## src/line_mem_settings.svh

```systemverilog
`ifndef LINE_MEM_SETTINGS_SVH
`define LINE_MEM_SETTINGS_SVH

// byte address of the burst memory
`define LM_ADDR_BITS    32

// one memory beat and one cache line
`define LM_BEAT_BITS    64
`define LM_LINE_BITS    256

// beats needed to move a line
`define LM_BEATS        4

// low address bits inside a line, zero on a line address
`define LM_OFFSET_BITS  5

`endif

```

## src/line_mem_pkg.sv

```systemverilog
`include "line_mem_settings.svh"

package line_mem_pkg;

    typedef logic [`LM_ADDR_BITS-1:0]       addr_t;     // byte address
    typedef logic [`LM_BEAT_BITS-1:0]       beat_t;     // two words
    typedef logic [`LM_LINE_BITS-1:0]       line_t;     // eight words

    // position of a beat inside its line
    typedef logic [$clog2(`LM_BEATS)-1:0]   beat_idx_t;

    // line arbiter FSM
    typedef enum logic [2:0] {
        IDLE,           // waiting for a requester
        READ_ISSUE,     // read strobe waits for memory ready
        READ_WAIT,      // collector is gathering beats
        WRITE_DRAIN,    // streamer is sending beats
        RESPOND         // resp pulse to the owner
    } arb_state_e;

endpackage : line_mem_pkg

```

## src/line_fill_if.sv

```systemverilog
`timescale 1ns/1ps

interface line_fill_if
import line_mem_pkg::*;
();

    logic   fill_start;     // pulse with the memory read strobe
    addr_t  fill_addr;      // line address expected back from memory
    line_t  fill_line;      // assembled line
    logic   fill_done;      // pulse once the line is complete

    modport arbiter (
        output  fill_start,
        output  fill_addr,
        input   fill_line,
        input   fill_done
    );

    modport collector (
        input   fill_start,
        input   fill_addr,
        output  fill_line,
        output  fill_done
    );

endinterface : line_fill_if

```

## src/burst_collector.sv

```systemverilog
`timescale 1ns/1ps
`include "line_mem_settings.svh"

module burst_collector
import line_mem_pkg::*;
(
    input   logic           clk,
    input   logic           rst,

    input   beat_t          bmem_rdata_i,
    input   logic           bmem_rvalid_i,
    input   addr_t          bmem_raddr_i,

    line_fill_if.collector  fill
);

    logic       armed;      // fill started, beats still due
    beat_idx_t  beat_cnt;
    logic       done_q;
    addr_t      exp_addr;   // line address memory should echo
    line_t      line_q;

    logic       take_beat;
    logic       last_beat;

    assign take_beat = armed && bmem_rvalid_i;
    assign last_beat = (beat_cnt == beat_idx_t'(`LM_BEATS - 1));

    always_ff @(posedge clk) begin
        if (rst) begin
            armed    <= 1'b0;
            beat_cnt <= '0;
            done_q   <= 1'b0;
        end else begin
            done_q <= 1'b0;     // single cycle pulse
            if (fill.fill_start) begin
                armed    <= 1'b1;
                beat_cnt <= '0;
            end else if (take_beat) begin
                beat_cnt <= beat_cnt + 1'b1;
                if (last_beat) begin
                    armed  <= 1'b0;
                    done_q <= 1'b1;
                end
            end
        end
    end

    // lowest beat lands in the lowest slot
    always_ff @(posedge clk) begin
        if (fill.fill_start) begin
            exp_addr <= fill.fill_addr;
        end
        if (take_beat && !fill.fill_start) begin
            line_q[beat_cnt*`LM_BEAT_BITS +: `LM_BEAT_BITS] <= bmem_rdata_i;
        end
    end

    assign fill.fill_line = line_q;     // held until the next fill
    assign fill.fill_done = done_q;

    // every beat belongs to the line the arbiter asked for
    raddr_match: assert property (@(posedge clk) disable iff (rst)
        bmem_rvalid_i |-> (bmem_raddr_i == exp_addr))
        else $error("returned beat address differs from the requested line");

    // memory must not return beats nobody asked for
    beat_expected: assert property (@(posedge clk) disable iff (rst)
        bmem_rvalid_i |-> armed)
        else $error("read beat arrived with no fill in progress");

endmodule : burst_collector

```

## src/burst_streamer.sv

```systemverilog
`timescale 1ns/1ps
`include "line_mem_settings.svh"

module burst_streamer
import line_mem_pkg::*;
(
    input   logic       clk,
    input   logic       rst,

    input   logic       drain_start_i,
    input   line_t      drain_line_i,

    input   logic       bmem_ready_i,
    output  logic       bmem_write_o,
    output  beat_t      bmem_wdata_o,

    output  logic       drain_done_o
);

    logic       busy;       // beats still to be accepted
    beat_idx_t  beat_cnt;
    logic       done_q;
    line_t      line_q;

    logic       beat_taken;
    logic       last_beat;

    assign beat_taken = busy && bmem_ready_i;
    assign last_beat  = (beat_cnt == beat_idx_t'(`LM_BEATS - 1));

    always_ff @(posedge clk) begin
        if (rst) begin
            busy     <= 1'b0;
            beat_cnt <= '0;
            done_q   <= 1'b0;
        end else begin
            done_q <= 1'b0;
            if (drain_start_i) begin
                busy     <= 1'b1;
                beat_cnt <= '0;
            end else if (beat_taken) begin
                if (last_beat) begin
                    busy   <= 1'b0;
                    done_q <= 1'b1;     // one cycle after the last accept
                end else begin
                    beat_cnt <= beat_cnt + 1'b1;
                end
            end
        end
    end

    always_ff @(posedge clk) begin
        if (drain_start_i) begin
            line_q <= drain_line_i;
        end
    end

    // current beat, held while memory is not ready
    assign bmem_write_o = busy;
    assign bmem_wdata_o = line_q[beat_cnt*`LM_BEAT_BITS +: `LM_BEAT_BITS];
    assign drain_done_o = done_q;

    // arbiter starts a new drain only after the previous one finished
    no_overlap: assert property (@(posedge clk) disable iff (rst)
        drain_start_i |-> !busy)
        else $error("drain started while a drain is running");

endmodule : burst_streamer

```

## src/line_arbiter.sv

```systemverilog
`timescale 1ns/1ps
`include "line_mem_settings.svh"

module line_arbiter
import line_mem_pkg::*;
(
    input   logic               clk,
    input   logic               rst,

    // instruction side
    input   addr_t              i_addr_i,
    input   logic               i_read_i,
    output  line_t              i_rdata_o,
    output  logic               i_resp_o,

    // data side
    input   addr_t              d_addr_i,
    input   logic               d_read_i,
    input   logic               d_write_i,
    input   line_t              d_wdata_i,
    output  line_t              d_rdata_o,
    output  logic               d_resp_o,

    // burst memory
    input   logic               bmem_ready_i,
    output  addr_t              bmem_addr_o,
    output  logic               bmem_read_o,

    line_fill_if.arbiter        fill,

    output  logic               drain_start_o,
    output  line_t              drain_line_o,
    input   logic               drain_done_i
);

    arb_state_e state, state_next;

    logic       owner_d;        // data requester owns the transaction
    addr_t      addr_q;         // line address of the transaction
    logic       drain_start_q;

    logic       d_req;
    logic       any_req;

    assign d_req   = d_read_i || d_write_i;
    assign any_req = d_req || i_read_i;

    always_comb begin
        state_next = state;
        unique case (state)
            IDLE: begin
                if (any_req) begin
                    state_next = (d_req && d_write_i) ? WRITE_DRAIN : READ_ISSUE;
                end
            end
            READ_ISSUE: begin
                if (bmem_ready_i) begin
                    state_next = READ_WAIT;
                end
            end
            READ_WAIT: begin
                if (fill.fill_done) begin
                    state_next = RESPOND;
                end
            end
            WRITE_DRAIN: begin
                if (drain_done_i) begin
                    state_next = RESPOND;
                end
            end
            RESPOND:    state_next = IDLE;
            default:    state_next = IDLE;
        endcase
    end

    always_ff @(posedge clk) begin
        if (rst) begin
            state         <= IDLE;
            owner_d       <= 1'b0;
            drain_start_q <= 1'b0;
        end else begin
            state         <= state_next;
            drain_start_q <= 1'b0;
            if (state == IDLE && any_req) begin
                owner_d       <= d_req;             // data side wins a tie
                drain_start_q <= d_req && d_write_i;
            end
        end
    end

    // address held for the whole transaction
    always_ff @(posedge clk) begin
        if (state == IDLE && any_req) begin
            addr_q <= d_req ? d_addr_i : i_addr_i;
        end
    end

    assign bmem_addr_o = addr_q;
    assign bmem_read_o = (state == READ_ISSUE) && bmem_ready_i;

    // collector arms in the same cycle as the read strobe
    assign fill.fill_start = bmem_read_o;
    assign fill.fill_addr  = addr_q;

    // data requester keeps its write line stable until resp
    assign drain_start_o = drain_start_q;
    assign drain_line_o  = d_wdata_i;

    // fill line stays valid until the next fill starts
    assign i_rdata_o = fill.fill_line;
    assign d_rdata_o = fill.fill_line;

    assign i_resp_o = (state == RESPOND) && !owner_d;
    assign d_resp_o = (state == RESPOND) && owner_d;

    // accepted address is a line address
    line_aligned: assert property (@(posedge clk) disable iff (rst)
        (state == IDLE && any_req) |=> (addr_q[`LM_OFFSET_BITS-1:0] == '0))
        else $error("requester presented an unaligned line address");

    // one read strobe under ready, then none until the line is back
    single_read: assert property (@(posedge clk) disable iff (rst)
        bmem_read_o |-> bmem_ready_i ##1 (!bmem_read_o throughout fill.fill_done [->1]))
        else $error("read strobe without ready or before the fill completed");

endmodule : line_arbiter

```

## src/line_memory_port.sv

```systemverilog
`timescale 1ns/1ps

module line_memory_port
import line_mem_pkg::*;
(
    input   logic       clk,
    input   logic       rst,

    // instruction requester
    input   addr_t      i_addr_i,
    input   logic       i_read_i,
    output  line_t      i_rdata_o,
    output  logic       i_resp_o,

    // data requester
    input   addr_t      d_addr_i,
    input   logic       d_read_i,
    input   logic       d_write_i,
    input   line_t      d_wdata_i,
    output  line_t      d_rdata_o,
    output  logic       d_resp_o,

    // burst memory
    output  addr_t      bmem_addr_o,
    output  logic       bmem_read_o,
    output  logic       bmem_write_o,
    output  beat_t      bmem_wdata_o,
    input   logic       bmem_ready_i,

    input   addr_t      bmem_raddr_i,
    input   beat_t      bmem_rdata_i,
    input   logic       bmem_rvalid_i
);

    logic   drain_start;
    line_t  drain_line;
    logic   drain_done;

    line_fill_if fill_bus ();   // arbiter to collector

    line_arbiter line_arbiter_i (
        .clk            (clk),
        .rst            (rst),
        .i_addr_i       (i_addr_i),
        .i_read_i       (i_read_i),
        .i_rdata_o      (i_rdata_o),
        .i_resp_o       (i_resp_o),
        .d_addr_i       (d_addr_i),
        .d_read_i       (d_read_i),
        .d_write_i      (d_write_i),
        .d_wdata_i      (d_wdata_i),
        .d_rdata_o      (d_rdata_o),
        .d_resp_o       (d_resp_o),
        .bmem_ready_i   (bmem_ready_i),
        .bmem_addr_o    (bmem_addr_o),
        .bmem_read_o    (bmem_read_o),
        .fill           (fill_bus.arbiter),
        .drain_start_o  (drain_start),
        .drain_line_o   (drain_line),
        .drain_done_i   (drain_done)
    );

    burst_collector burst_collector_i (
        .clk            (clk),
        .rst            (rst),
        .bmem_rdata_i   (bmem_rdata_i),
        .bmem_rvalid_i  (bmem_rvalid_i),
        .bmem_raddr_i   (bmem_raddr_i),
        .fill           (fill_bus.collector)
    );

    // write beats go straight to memory
    burst_streamer burst_streamer_i (
        .clk            (clk),
        .rst            (rst),
        .drain_start_i  (drain_start),
        .drain_line_i   (drain_line),
        .bmem_ready_i   (bmem_ready_i),
        .bmem_write_o   (bmem_write_o),
        .bmem_wdata_o   (bmem_wdata_o),
        .drain_done_o   (drain_done)
    );

endmodule : line_memory_port

```

## config.mk

```make
export PLATFORM = sky130hd
export DESIGN_NAME = line_memory_port
export DESIGN_NICKNAME = d
export VERILOG_FILES = /design/src/line_mem_pkg.sv /design/src/line_fill_if.sv /design/src/burst_collector.sv /design/src/burst_streamer.sv /design/src/line_arbiter.sv /design/src/line_memory_port.sv
export VERILOG_INCLUDE_DIRS = /design/src
export SDC_FILE = /design/constraint.sdc
export NUM_CORES = 1
export LEC_CHECK = 0
export ABC_CLOCK_PERIOD_IN_PS = 8400
export CAP_MARGIN = 5
export CELL_PAD_IN_SITES_DETAIL_PLACEMENT = 1
export CELL_PAD_IN_SITES_GLOBAL_PLACEMENT = 1
export CORE_AREA = 2 2 400 402
export CTS_BUF_LIST = sky130_fd_sc_hd__clkbuf_16
export CTS_CLUSTER_SIZE = 12
export DETAILED_ROUTE_END_ITERATION = 7
export DIE_AREA = 0 0 402 404
export DONT_BUFFER_PORTS = 1
export PLACE_DENSITY = 0.34
export RECOVER_POWER = 100
export REMOVE_ABC_BUFFERS = 1
export SETUP_SLACK_MARGIN = 0.4
export SLEW_MARGIN = 0
export SYNTH_ARGS = -nofsm -noshare
export SYNTH_HDL_FRONTEND = slang
export SYNTH_SLANG_ARGS = --single-unit
```

## constraint.sdc

```tcl
create_clock -name clk -period 8.4 [get_ports clk]
set_clock_uncertainty 0.05 [all_clocks]
set_input_delay 0.84 -clock clk [delete_from_list [all_inputs] [get_ports clk]]
set_output_delay 0.84 -clock clk [all_outputs]
set_load 0.005 [all_outputs]
```

# Word-level counts from Yosys, hierarchy flattened
# Cells that the tools add are included.
# totals
reg_bits,557
in_bits,423
# op_classes
shift,3
n_addsub,3
n_reduce_logical,26
bitwise_logic,4
n_mux,16
n_eq_ne,10
# op_table
op,n
$bwmux W256,1
$shift A64 B34 Y256 const A,1
$shiftx A256 B9 Y64,1
$shiftx A64 B34 Y256,1
$neg A8 Y34,1
$mux W32,1
$mux W3,4
$pmux W3 S4,1
$logic_and A1 B1 Y1,8
$mux W1,8
$reduce_bool A2 Y1,4
$eq A3 B2 Y1 const B,2
$ne A2 B1 Y1 const B,3
$reduce_and A2 Y1,3
$reduce_or A2 Y1,3
$reduce_or A3 Y1,2
$add A2 B1 Y2 const B,2
$eq A2 B2 Y1 const B,2
$not A1 Y1,4
$reduce_and A4 Y1,1
$eq A3 B1 Y1 const B,1
$eq A3 B3 Y1 const B,1
$logic_not A3 Y1,1
$logic_not A1 Y1,2
3 further kinds,4

# Logic depth before layout (Yosys ltp)
# Gate-level depths: netlist of run 1.
# depth
word_depth,5
mapped_depth,6
depth_no_buf,5

# Hierarchy
# Synthesis of run 1 repeated with hierarchy kept, for this count alone.
# hier_totals
cells_unflattened,1842
area_unflattened_um2,27073.5
# modules_own_cells
module,n_inst,cells_each,area_each_um2
burst_collector,1,594,9985.8
burst_streamer,1,350,9412.8
line_arbiter,1,898,7674.9

# Worst setup path after synthesis of run 1
# Ideal clock, no wire load.
# synth_path
path_type,reg-to-reg
start,"register line_arbiter_i.drain_start_q, in the netlist line_arbiter_i.drain_start_o"
end,register burst_streamer_i.line_q[0] (enable)
t_arrival_ns,5.950
required_time_ns,7.705
stages_incl_launch_ff,1
slack_ns,1.754
path_buffers,0
synth_period_minus_slack_ns,6.646
cell_sequence,dfxtp_1
# synth_rtl
element,line_no,rtl
from (decl),line_arbiter.sv:40,logic drain_start_q;
from (signal assigned),line_arbiter.sv:86,drain_start_q <= d_req && d_write_i;
to (signal assigned),burst_streamer.sv:54,line_q <= drain_line_i;
to (decl),burst_streamer.sv:23,line_t line_q;
# No word-level cell between the ends.

# Worst setup path after layout of run 1
# layout_path
start,register line_arbiter_i.state[1]
end,"register burst_collector_i.line_q[63], in the netlist burst_collector_i.fill.fill_line[63] (enable)"
# layout_between
elab_chain_cells,4
# layout_rtl
element,line_no,rtl
from (decl),line_arbiter.sv:36,"arb_state_e state, state_next;"
from (signal assigned),line_arbiter.sv:82,state <= state_next;
$eq A3 B1 Y1,line_arbiter.sv:99,assign bmem_read_o = (state == READ_ISSUE) && bmem_ready_i;
$logic_and A1 B1 Y1,line_arbiter.sv:99,
$logic_not A1 Y1,burst_collector.sv:54,if (take_beat && !fill.fill_start) begin
$logic_and A1 B1 Y1,burst_collector.sv:54,
"to (signal, indexed assignment)",burst_collector.sv:55,line_q[beat_cnt*`LM_BEAT_BITS +: `LM_BEAT_BITS] <= bmem_rdata_i;
to (decl),burst_collector.sv:21,line_t line_q;
# Every way passes these cells.
# A chain may end at the register's enable or synchronous reset.

==> results of run 1 <==
worst max-delay path: stages (launching register included):
cell and delay [ns]:
dfxtp_1 0.51, nor4bb_1 0.19, nor2_1 0.26, and2_0 2.26
clkbuf_1 2.12
logic make-up after synthesis:
logic type | count (synthesis) | share of synthesized area, %
AOI/OAI and AO/OA | 9 | 0.281
xor gates and xnor gates | 2 | 0.0772
adders and majority gates | 7 | 0.386
buffers and inverters | 303 | 9.47
DFF | 557 | 73.1
muxes | 99 | 8.07
and+or+nand+nor | 294 | 8.57
synthesized netlist by cell type, types with 2 or more instances:
cell	n
edfxtp_1	544
buf_4	258
and2_1	211
mux4_2	64
and2_2	45
mux2_2	32
clkbuf_2	24
dfxtp_1	13
buf_2	11
clkbuf_1	8
ha_1	7
nor2_1	6
nor3_1	6
and3b_1	5
nand2_1	5
nor4b_1	4
a21oi_1	3
mux2i_1	3
nor3_4	2
nor4bb_1	2
o21a_1	2
area by class of cell:
class / instances / area [sq um]
timing repair buffer: 21 / 104
inverter: 2 / 7.51
clock inverter: 57 / 480
antenna: 5 / 12.5
fill: 17400 / 132000
sequential: 557 / 16600
clock buffer: 75 / 1880
tap: 2072 / 2590
multi-input combinational: 411 / 3890
cell usage in the layout, fill, tap and decap left out, drive strengths merged, types with 6 or more instances in the layout:
cell / count
edfxtp: 544
and2: 256
clkbuf: 93
mux4: 64
mux2: 32
clkinv: 27
inv: 23
dfxtp: 13
nor3: 8
ha: 7
nand2: 6
nor2: 6
bufinv: 6
sequential cells by signal, summed over array words and instances (netlist names), 2 cells and up:
name / count
burst_collector_i.fill.fill_line: 256
burst_streamer_i.line_q: 256
line_arbiter_i.bmem_addr_o: 32
line_arbiter_i.state: 3
burst_collector_i.beat_cnt: 2
burst_streamer_i.beat_cnt: 2
path summary, 6_finish.rpt:
path,endpoint,slack [ns]
hold reg to reg,burst_collector_i.armed$_SDFFE_PP0P_,0.46
hold / removal,line_arbiter_i.owner_d$_SDFFE_PP0P_,0.20
setup / recovery,burst_collector_i.fill.fill_line[63]$_DFFE_PP_,2.50
setup reg to reg,burst_collector_i.fill.fill_line[63]$_DFFE_PP_,2.50
metal layers:
metal / part of all wire, % / vias up / GRT usage [%] / wire length (um)
met4: 4.1 / 6 / 4.66 / 3890
met2: 48 / 715 / 18.6 / 45100
li1: - / 4004 / - / -
met1: 34 / 5368 / 11.3 / 32600
met3: 14 / 158 / 7.08 / 13300
met5: 0.051 / - / 0 / 48
power breakdown:
part           internal, mW  switching (mW)
Combinational        0.0824           0.139
Clock                  1.81            1.30
Sequential             3.19          0.0756
Total                  5.09            1.52
==> results.py, run 1 <==
metrics = {
    "placement": {
        "portBuffers": 0,
        "hpwl_um": 73700,
        "dp_cells": 3063,
        "place_area_sq_um": 23300,
        "place_ws_ns": 4.94,
        "gp_congestion": 0.801,
    },
    "floorplanning": {
        "num_rows": 146,
        "die_w_um": 402,
        "pin_count": 1035,
        "core_area_sq_um": 158000,
        "start_util_pct": 14.4,
        "die_h_um": 404,
        "die_area_sq_um": 162000,
    },
    "min_path": {
        "hold_depth": 1,
        "min_from": "rst",
        "hold_class": "input port to flop",
    },
    "flow_run": {
        "drv_cap": 22,
    },
    "cts": {
        "cts_resized": 0,
        "hold_buffers": 0,
        "htree_num_levels": 3,
        "cts_made_buffers": 72,
        "clockBufferDepth": 3,
        "clkSinkCount": 557,
        "cts_setup_buffers": 0,
        "clk_pin_slew_ns": 0.06,
        "root_buffer": "clkbuf_16",
        "clock_latency_ns": 0.66,
        "tritoncts": "built",
    },
    "timing": {
        "slew_viol_final": 786,
        "finalSetupViolCount": 0,
        "rsz0062_at_grt": "false",
        "max_slew_margin_pct": -107,
        "finalHoldViolations": 0,
        "setup_tns_ns": 0,
        "worst_slew_pin_slew_ns": 3.10,
        "fmax_mhz": 170,
        "whs_ns": 0.199,
        "worst_slack_ns": 2.50,
        "fin_crit_sh_pct": 70.2,
        "final.min_clock_period_ns": 5.90,
    },
    "global_routing": {
        "grt_usage_pct": 11.3,
        "grt_max_degree": 108,
        "grt-ovfl-total": 0,
        "grt_pass1_wl_um": 121000,
        "grt_pass1_vias": 10900,
        "antenna_found_initial": 21,
    },
    "synth": {
        "syn_avg_cell_area_sq_um": 17.9,
        "synth_top_cell_area_share_pct": 72.0,
        "yosysWarnings": 0,
        "synthFlopType": "edfxtp_1",
        "synth-edff-count": 544,
        "async_flop_share_pct": 0,
        "synth_top_cell_by_area": "edfxtp_1",
        "ys_seq_area_share_pct": 73.1,
        "ys_ff_latch": 557,
        "synth_area_leaders": "edfxtp_1, buf_4, mux4_2",
        "synth_cells": 1271,
        "ys_types": 37,
        "syn_area_sq_um": 22700,
    },
    "critical_path": {
        "worst_setup_path_start_kind": "flop",
        "crit_arrival_ns": 6.03,
        "required_ns": 8.54,
        "endpoint_kind": "flop",
        "worstSetupPathType": "flop to flop",
        "reg2reg_from": "line_arbiter_i.state[1]$_SDFFE_PP0P_",
        "cp-startpoint": "line_arbiter_i.state[1]$_SDFFE_PP0P_",
        "ff2ff_path_depth": 4,
        "cp_max_fo": 37,
    },
    "route": {
        "final_antenna_net_count": 0,
        "vias": 10300,
        "wl_um": 95000,
        "wl_per_cell_um": 29.7,
        "drc": 0,
        "vias_per_cell": 3.20,
        "drtIter0Drc": 604,
        "drtPass1Iterations": 5,
    },
    "power_and_ir_drop": {
        "p_leak_nw": 7.58,
        "power_density_nw_per_um2": 258,
        "p_total_mw": 6.60,
        "ir_drop_v": 0.000124,
    },
    "cells_and_area": {
        "fin_util_pct": 16.2,
        "nNetsFinal": 1495,
        "drive_above_1_share_pct": 22.0,
        "synthToLayoutAreaGrowth_pct": 12.7,
        "final_cells": 3200,
        "fin_area_sq_um": 25600,
    },
    "status": {
        "violations": "capacitance limit, slew limit",
        "status": "finished with violations",
    },
}
Power figures use the tool's default switching activity.
==> run 2: changes to the inputs <==
--- a/config.mk
+++ b/config.mk
@@ -6,15 +6,16 @@
 export SDC_FILE = /design/constraint.sdc
 export NUM_CORES = 1
 export LEC_CHECK = 0
-export ABC_CLOCK_PERIOD_IN_PS = 8400
+export ABC_AREA = 1
+export ABC_CLOCK_PERIOD_IN_PS = 6150
 export CAP_MARGIN = 5
 export CELL_PAD_IN_SITES_DETAIL_PLACEMENT = 1
 export CELL_PAD_IN_SITES_GLOBAL_PLACEMENT = 1
-export CORE_AREA = 2 2 400 402
+export CORE_AREA = 2 2 409 411
 export CTS_BUF_LIST = sky130_fd_sc_hd__clkbuf_16
 export CTS_CLUSTER_SIZE = 12
 export DETAILED_ROUTE_END_ITERATION = 7
-export DIE_AREA = 0 0 402 404
+export DIE_AREA = 0 0 411 413
 export DONT_BUFFER_PORTS = 1
 export PLACE_DENSITY = 0.34
 export RECOVER_POWER = 100
==> constraint.sdc (replaced) <==
create_clock -name clk -period 6.15 [get_ports clk]
set_clock_uncertainty 0.05 [all_clocks]
set_input_delay 0.615 -clock clk [delete_from_list [all_inputs] [get_ports clk]]
set_output_delay 0.615 -clock clk [all_outputs]
set_load 0.005 [all_outputs]
==> run 2 against run 1 <==
- the flow still finishes with violations (capacitance limit, slew limit)
- global-route usage grew 2.4 points
- sequential power grew 51%
- critical path depth grew 3
- clock power grew 41%
- total power grew 58%
- cell count grew 27%
- clock-buffer cell count grew 1
- core utilization grew 1.2 points
- maximum frequency grew 27%
- critical path type unchanged
- highest routed layer unchanged
==> results.py, run 2 <==
metrics = {
    "cells_and_area": {
        "final_cell_mix": "edfxtp_1, dlygate4sd3_1, nor2_1",
        "synthToLayoutAreaGrowth_pct": 26.6,
        "final_cells": 4075,
        "drive_above_1_share_pct": 7.45,
        "nNetsFinal": 2235,
        "final_common_cell": "edfxtp_1",
    },
    "cts": {
        "cts_resized": 0,
        "cts_made_buffers": 74,
        "htree_num_levels": 3,
        "root_buffer": "clkbuf_16",
        "clockBufferDepth": 3,
        "tritoncts": "built",
        "clkSinkCount": 557,
        "clock_latency_ns": 0.67,
        "hold_buffers": 310,
        "cts_setup_buffers": 0,
        "clk_pin_slew_ns": 0.06,
    },
    "floorplanning": {
        "die_area_sq_um": 170000,
        "pin_count": 1035,
        "start_util_pct": 13.7,
        "num_rows": 150,
        "die_h_um": 413,
        "core_area_sq_um": 166000,
        "die_w_um": 411,
    },
    "synth": {
        "synth_area_leaders": "edfxtp_1, buf_4, nor2_1",
        "synthFlopType": "edfxtp_1",
        "synth-simple-area-share_pct": 9.73,
        "ys_seq_area_share_pct": 72.9,
        "synth_fa_ha_area_share_pct": 0.385,
        "synth_xor_area_share_pct": 0.0385,
        "syn_area_sq_um": 22800,
        "async_flop_share_pct": 0,
        "synth_cells": 1735,
        "muxShareOfSynthArea_pct": 0,
        "synth-edff-count": 544,
        "ys_types": 26,
        "yosysWarnings": 0,
        "yosysMostFrequentCell": "edfxtp_1",
        "synth_top_family_by_area": "buffers and inverters",
        "ys_ff_latch": 557,
        "syn_avg_cell_area_sq_um": 13.1,
        "synth_compound_gate_area_share_pct": 4.80,
        "synth_top_cell_area_share_pct": 71.7,
        "yosys-top-cells-count": "edfxtp_1, nor2_1, buf_4",
        "synth_top_cell_by_area": "edfxtp_1",
    },
    "power_and_ir_drop": {
        "power_density_nw_per_um2": 361,
        "ir_drop_v": 0.000230,
        "p_leak_nw": 9.58,
    },
    "timing": {
        "slew_viol_final": 526,
        "worst_slew_pin_slew_ns": 2.89,
        "max_slew_margin_pct": -92.8,
        "setup_tns_ns": 0,
        "rsz0062_at_grt": "false",
        "finalSetupViolCount": 0,
        "whs_ns": 0.117,
        "fmax_mhz": 215,
        "final.min_clock_period_ns": 4.65,
        "fin_crit_sh_pct": 75.5,
        "finalHoldViolations": 0,
    },
    "route": {
        "drtPass1Iterations": 4,
        "wl_per_cell_um": 29.7,
        "vias": 14500,
        "wl_um": 121000,
        "drtIter0Drc": 925,
        "vias_per_cell": 3.55,
        "drc": 0,
        "final_antenna_net_count": 0,
    },
    "critical_path": {
        "required_ns": 6.61,
        "cp_max_fo": 40,
        "crit_arrival_ns": 5.10,
        "slowest_delay_ns": 1.36,
        "critPathSlowestCell": "clkinvlp_2",
        "cpMostUsedCell": "inv_1",
        "endpoint_kind": "flop",
        "worst_setup_path_start_kind": "flop",
        "worstPathCellList": "inv_1 -> ha_1 -> inv_1 -> nor2_1 -> clkinvlp_2 -> clkbuf_2 -> nor3_1",
        "worstSetupPathType": "flop to flop",
    },
    "global_routing": {
        "grt_pass1_vias": 15100,
        "antenna_found_initial": 12,
        "grt_max_degree": 99,
        "grt_usage_pct": 13.7,
        "grt-ovfl-total": 0,
        "grt_pass1_wl_um": 155000,
    },
    "status": {
        "status": "finished with violations",
        "violations": "capacitance limit, slew limit",
    },
    "min_path": {
        "hold_class": "input port to flop",
    },
    "placement": {
        "gp_congestion": 0.973,
        "portBuffers": 0,
        "dp_cells": 3621,
        "hpwl_um": 91800,
    },
    "flow_run": {
        "drv_cap": 13,
    },
}
run 2: cell types whose count changed after synthesis, sizes merged, moves of 32 or more:
cell   before  now
o21ai       0  132
inv         2   88
nand2       6  122
nor2        6  274
mux4       64    0
buf       269  310
and2      256    0
nor3        8  133
mux2       32    0
o22ai       0   64
run 2: where the power goes:
part           internal [mW]  switching (mW)  total, mW
Combinational          0.308           0.767       1.08
Clock                   2.53            1.87       4.40
Sequential              4.68           0.268       4.95
run 2: critical path, delay by kind of cell, from the launching register on:
| kind | cells | cell delay, ns |
|---|---|---|
| adder cells (fa/ha/maj) | 1 | 0.42 |
| buffers and inverters | 4 | 2.80 |
| flip-flops | 1 | 0.54 |
| AND/OR/NAND/NOR | 2 | 0.59 |
run 2: routing by layer:
metal | up-vias | routed length (um) | track usage [%]
met3 | 195 | 14900 | 7.87
met4 | 10 | 5790 | 6.32
met5 | - | 80 | 0
met2 | 792 | 58600 | 22.7
li1 | 5978 | - | -
met1 | 7479 | 41900 | 13.9
run 2: cells by family (layout without fill, tap and decap cells):
family          Yosys count  count (layout)
flops                   557             557
simple gates            538             538
other cells               0               5
xor+xnor                  1               1
fa+ha+maj                 7               7
compound gates          202             202
buf+inv                 430             561
run 2: worst paths after layout:
kind	start	to	slack (ns)	depth (start not counted)
setup reg to reg	burst_collector_i.beat_cnt[0]$_SDFFE_PP0P_	burst_collector_i.fill.fill_line[149]$_DFFE_PP_	1.50	7
hold reg to reg	line_arbiter_i.owner_d$_SDFFE_PP0P_	line_arbiter_i.owner_d$_SDFFE_PP0P_	0.43	2
setup / recovery	burst_collector_i.beat_cnt[0]$_SDFFE_PP0P_	burst_collector_i.fill.fill_line[149]$_DFFE_PP_	1.50	7
hold / removal	i_addr_i[11]	line_arbiter_i.bmem_addr_o[11]$_DFFE_PP_	0.12	2
run 2: final cells by class:
cell class	instances	area, sq um
timing repair buffer	336	3270
inverter	88	334
tap	2204	2760
multi-input combinational	748	3420
clock inverter	61	549
fill	18800	137000
clock buffer	76	1900
sequential	557	16600
antenna	5	12.5
run 2: per-stage QoR:
stage | worst slack [ns] | cell area (sq um) | util, % | power (mW)
after floorplan | -0.652 | 20300 | - | 5.47
after CTS | 2.06 | 28900 | 17.4 | 10.6
after global routing | 1.08 | 28800 | 17.4 | 10.9
after detailed placement | 2.87 | 23400 | 14.1 | 5.95
final | 1.50 | 28800 | 17.4 | 10.4
after global placement | 2.83 | 23400 | 14.1 | 5.91
==> run 3: changes to the inputs <==
--- a/config.mk
+++ b/config.mk
@@ -7,17 +7,17 @@
 export NUM_CORES = 1
 export LEC_CHECK = 0
 export ABC_AREA = 1
-export ABC_CLOCK_PERIOD_IN_PS = 6150
+export ABC_CLOCK_PERIOD_IN_PS = 4100
 export CAP_MARGIN = 5
 export CELL_PAD_IN_SITES_DETAIL_PLACEMENT = 1
 export CELL_PAD_IN_SITES_GLOBAL_PLACEMENT = 1
-export CORE_AREA = 2 2 409 411
+export CORE_AREA = 2 2 402 404
 export CTS_BUF_LIST = sky130_fd_sc_hd__clkbuf_16
 export CTS_CLUSTER_SIZE = 12
 export DETAILED_ROUTE_END_ITERATION = 7
-export DIE_AREA = 0 0 411 413
+export DIE_AREA = 0 0 404 406
 export DONT_BUFFER_PORTS = 1
-export PLACE_DENSITY = 0.34
+export PLACE_DENSITY = 0.35
 export RECOVER_POWER = 100
 export REMOVE_ABC_BUFFERS = 1
 export SETUP_SLACK_MARGIN = 0.4
==> constraint.sdc (replaced) <==
create_clock -name clk -period 4.1 [get_ports clk]
set_clock_uncertainty 0.05 [all_clocks]
set_input_delay 0.41 -clock clk [delete_from_list [all_inputs] [get_ports clk]]
set_output_delay 0.41 -clock clk [all_outputs]
set_load 0.005 [all_outputs]
==> run 3 against run 2 <==
- the run still ends with capacitance limit, slew limit left
- clock power up 42%
- final area up 2.3%
- flip-flop and latch count unchanged
- die area down 3.4%
- clock-buffer cell count down 4
- register-to-register slack worse by 0.98 ns
- combinational power up 58%
- maximum frequency up 30%
- highest routed layer unchanged
- sequential share of layout area down 1.3 points
- core utilization up 1.1 points
- cell count down 0.93%
- non-clock buffer count up 91
==> results.py, run 3 (synthesis gave the netlist of run 2 again) <==
metrics = {
    "timing": {
        "worst_slack_ns": 0.528,
        "final.min_clock_period_ns": 3.57,
        "slew_viol_final": 187,
        "max_slew_margin_pct": -70.8,
        "whs_ns": 0.0994,
        "setup_tns_ns": 0,
        "finalHoldViolations": 0,
        "rsz0062_at_grt": "false",
        "fin_crit_sh_pct": 87.1,
        "worst_slew_pin_slew_ns": 2.56,
        "finalSetupViolCount": 0,
        "fmax_mhz": 280,
    },
    "critical_path": {
        "slowest_delay_ns": 0.90,
        "worst_setup_path_start_kind": "flop",
        "endpoint_kind": "flop",
        "cpMostUsedCell": "inv_1",
        "r2r_slack_ns": 0.53,
        "reg2reg_from": "burst_collector_i.beat_cnt[0]$_SDFFE_PP0P_",
        "ff2ff_path_depth": 6,
        "required_ns": 4.04,
        "cp-startpoint": "burst_collector_i.beat_cnt[0]$_SDFFE_PP0P_",
        "critPathSlowestCell": "clkbuf_2",
        "crit_arrival_ns": 3.51,
        "cp_max_fo": 50,
        "worstSetupPathType": "flop to flop",
        "worstPathCellList": "clkbuf_1 -> inv_1 -> ha_1 -> inv_1 -> nor2_1 -> clkbuf_2",
    },
    "min_path": {
        "hold_class": "input port to flop",
        "hold_depth": 3,
        "min_from": "bmem_ready_i",
    },
    "flow_run": {
        "drv_cap": 6,
    },
    "global_routing": {
        "grt_usage_pct": 14.2,
        "grt_max_degree": 74,
        "grt_pass1_wl_um": 156000,
        "antenna_found_initial": 6,
        "grt-ovfl-total": 0,
        "grt_pass1_vias": 15400,
    },
    "placement": {
        "portBuffers": 0,
        "place_area_sq_um": 23400,
        "gp_congestion": 0.942,
        "place_ws_ns": 1.33,
        "hpwl_um": 91600,
        "dp_cells": 3516,
    },
    "route": {
        "vias": 14700,
        "drtIter0Drc": 1176,
        "drtPass1Iterations": 5,
        "wl_um": 121000,
        "final_antenna_net_count": 0,
        "vias_per_cell": 3.65,
        "drc": 0,
        "wl_per_cell_um": 30.0,
    },
    "status": {
        "violations": "capacitance limit, slew limit",
        "status": "finished with violations",
    },
    "floorplanning": {
        "die_w_um": 404,
        "core_area_sq_um": 160000,
        "start_util_pct": 14.3,
        "die_area_sq_um": 164000,
        "die_h_um": 406,
        "num_rows": 147,
        "pin_count": 1035,
    },
    "cts": {
        "clk_pin_slew_ns": 0.06,
        "clkSinkCount": 557,
        "clockBufferDepth": 3,
        "tritoncts": "built",
        "clock_latency_ns": 0.68,
        "root_buffer": "clkbuf_16",
        "cts_made_buffers": 72,
        "htree_num_levels": 3,
        "cts_setup_buffers": 0,
    },
    "cells_and_area": {
        "final_cell_mix": "edfxtp_1, dlygate4sd3_1, nor2_1",
        "fin_area_sq_um": 29500,
        "synthToLayoutAreaGrowth_pct": 29.6,
        "final_cells": 4037,
        "drive_above_1_share_pct": 7.29,
        "nNetsFinal": 2324,
        "final_common_cell": "edfxtp_1",
        "fin_util_pct": 18.5,
    },
    "power_and_ir_drop": {
        "ir_drop_v": 0.000270,
        "power_density_nw_per_um2": 521,
        "p_total_mw": 15.4,
        "p_leak_nw": 9.88,
    },
}
## run 3: critical path, delay by kind of cell, from the launching register on
family / cells / cell delay (ns)
fa+ha+maj: 1 / 0.37
buf+inv: 4 / 1.92
simple gates: 1 / 0.08
flops: 1 / 0.31
## run 3: metal layers
layer	wire, um	global-route usage [%]
met5	12	0
met2	57600	23.3
met1	42700	15.0
met3	14600	7.42
met4	6020	6.83
## run 3: area by class of cell
type	count	area (sq um)
fill	17900	130000
sequential	557	16600
timing repair buffer	427	4230
multi-input combinational	748	3450
tap	2086	2610
clock buffer	72	1800
clock inverter	56	485
inverter	88	335
antenna	3	7.51
## run 3: worst paths after layout
| check | end |
|---|---|
| max | burst_collector_i.fill.fill_line[7]$_DFFE_PP_ |
| min | burst_collector_i.beat_cnt[1]$_SDFFE_PP0P_ |
| max reg2reg | burst_collector_i.fill.fill_line[7]$_DFFE_PP_ |
| min reg2reg | line_arbiter_i.owner_d$_SDFFE_PP0P_ |
## run 3: what timing repair did
item                       4_1_cts  5_1_grt
gates resized for setup          0        0
hold endpoints to repair       503        0
setup endpoints to repair        0        0
hold buffers                   389        0
## run 3: power by group
| part | internal (mW) | leakage (nW) | switching [mW] |
|---|---|---|---|
| Combinational | 0.544 | 3.62 | 1.17 |
| Sequential | 7.00 | 5.14 | 0.435 |
| Clock | 3.45 | 1.12 | 2.78 |
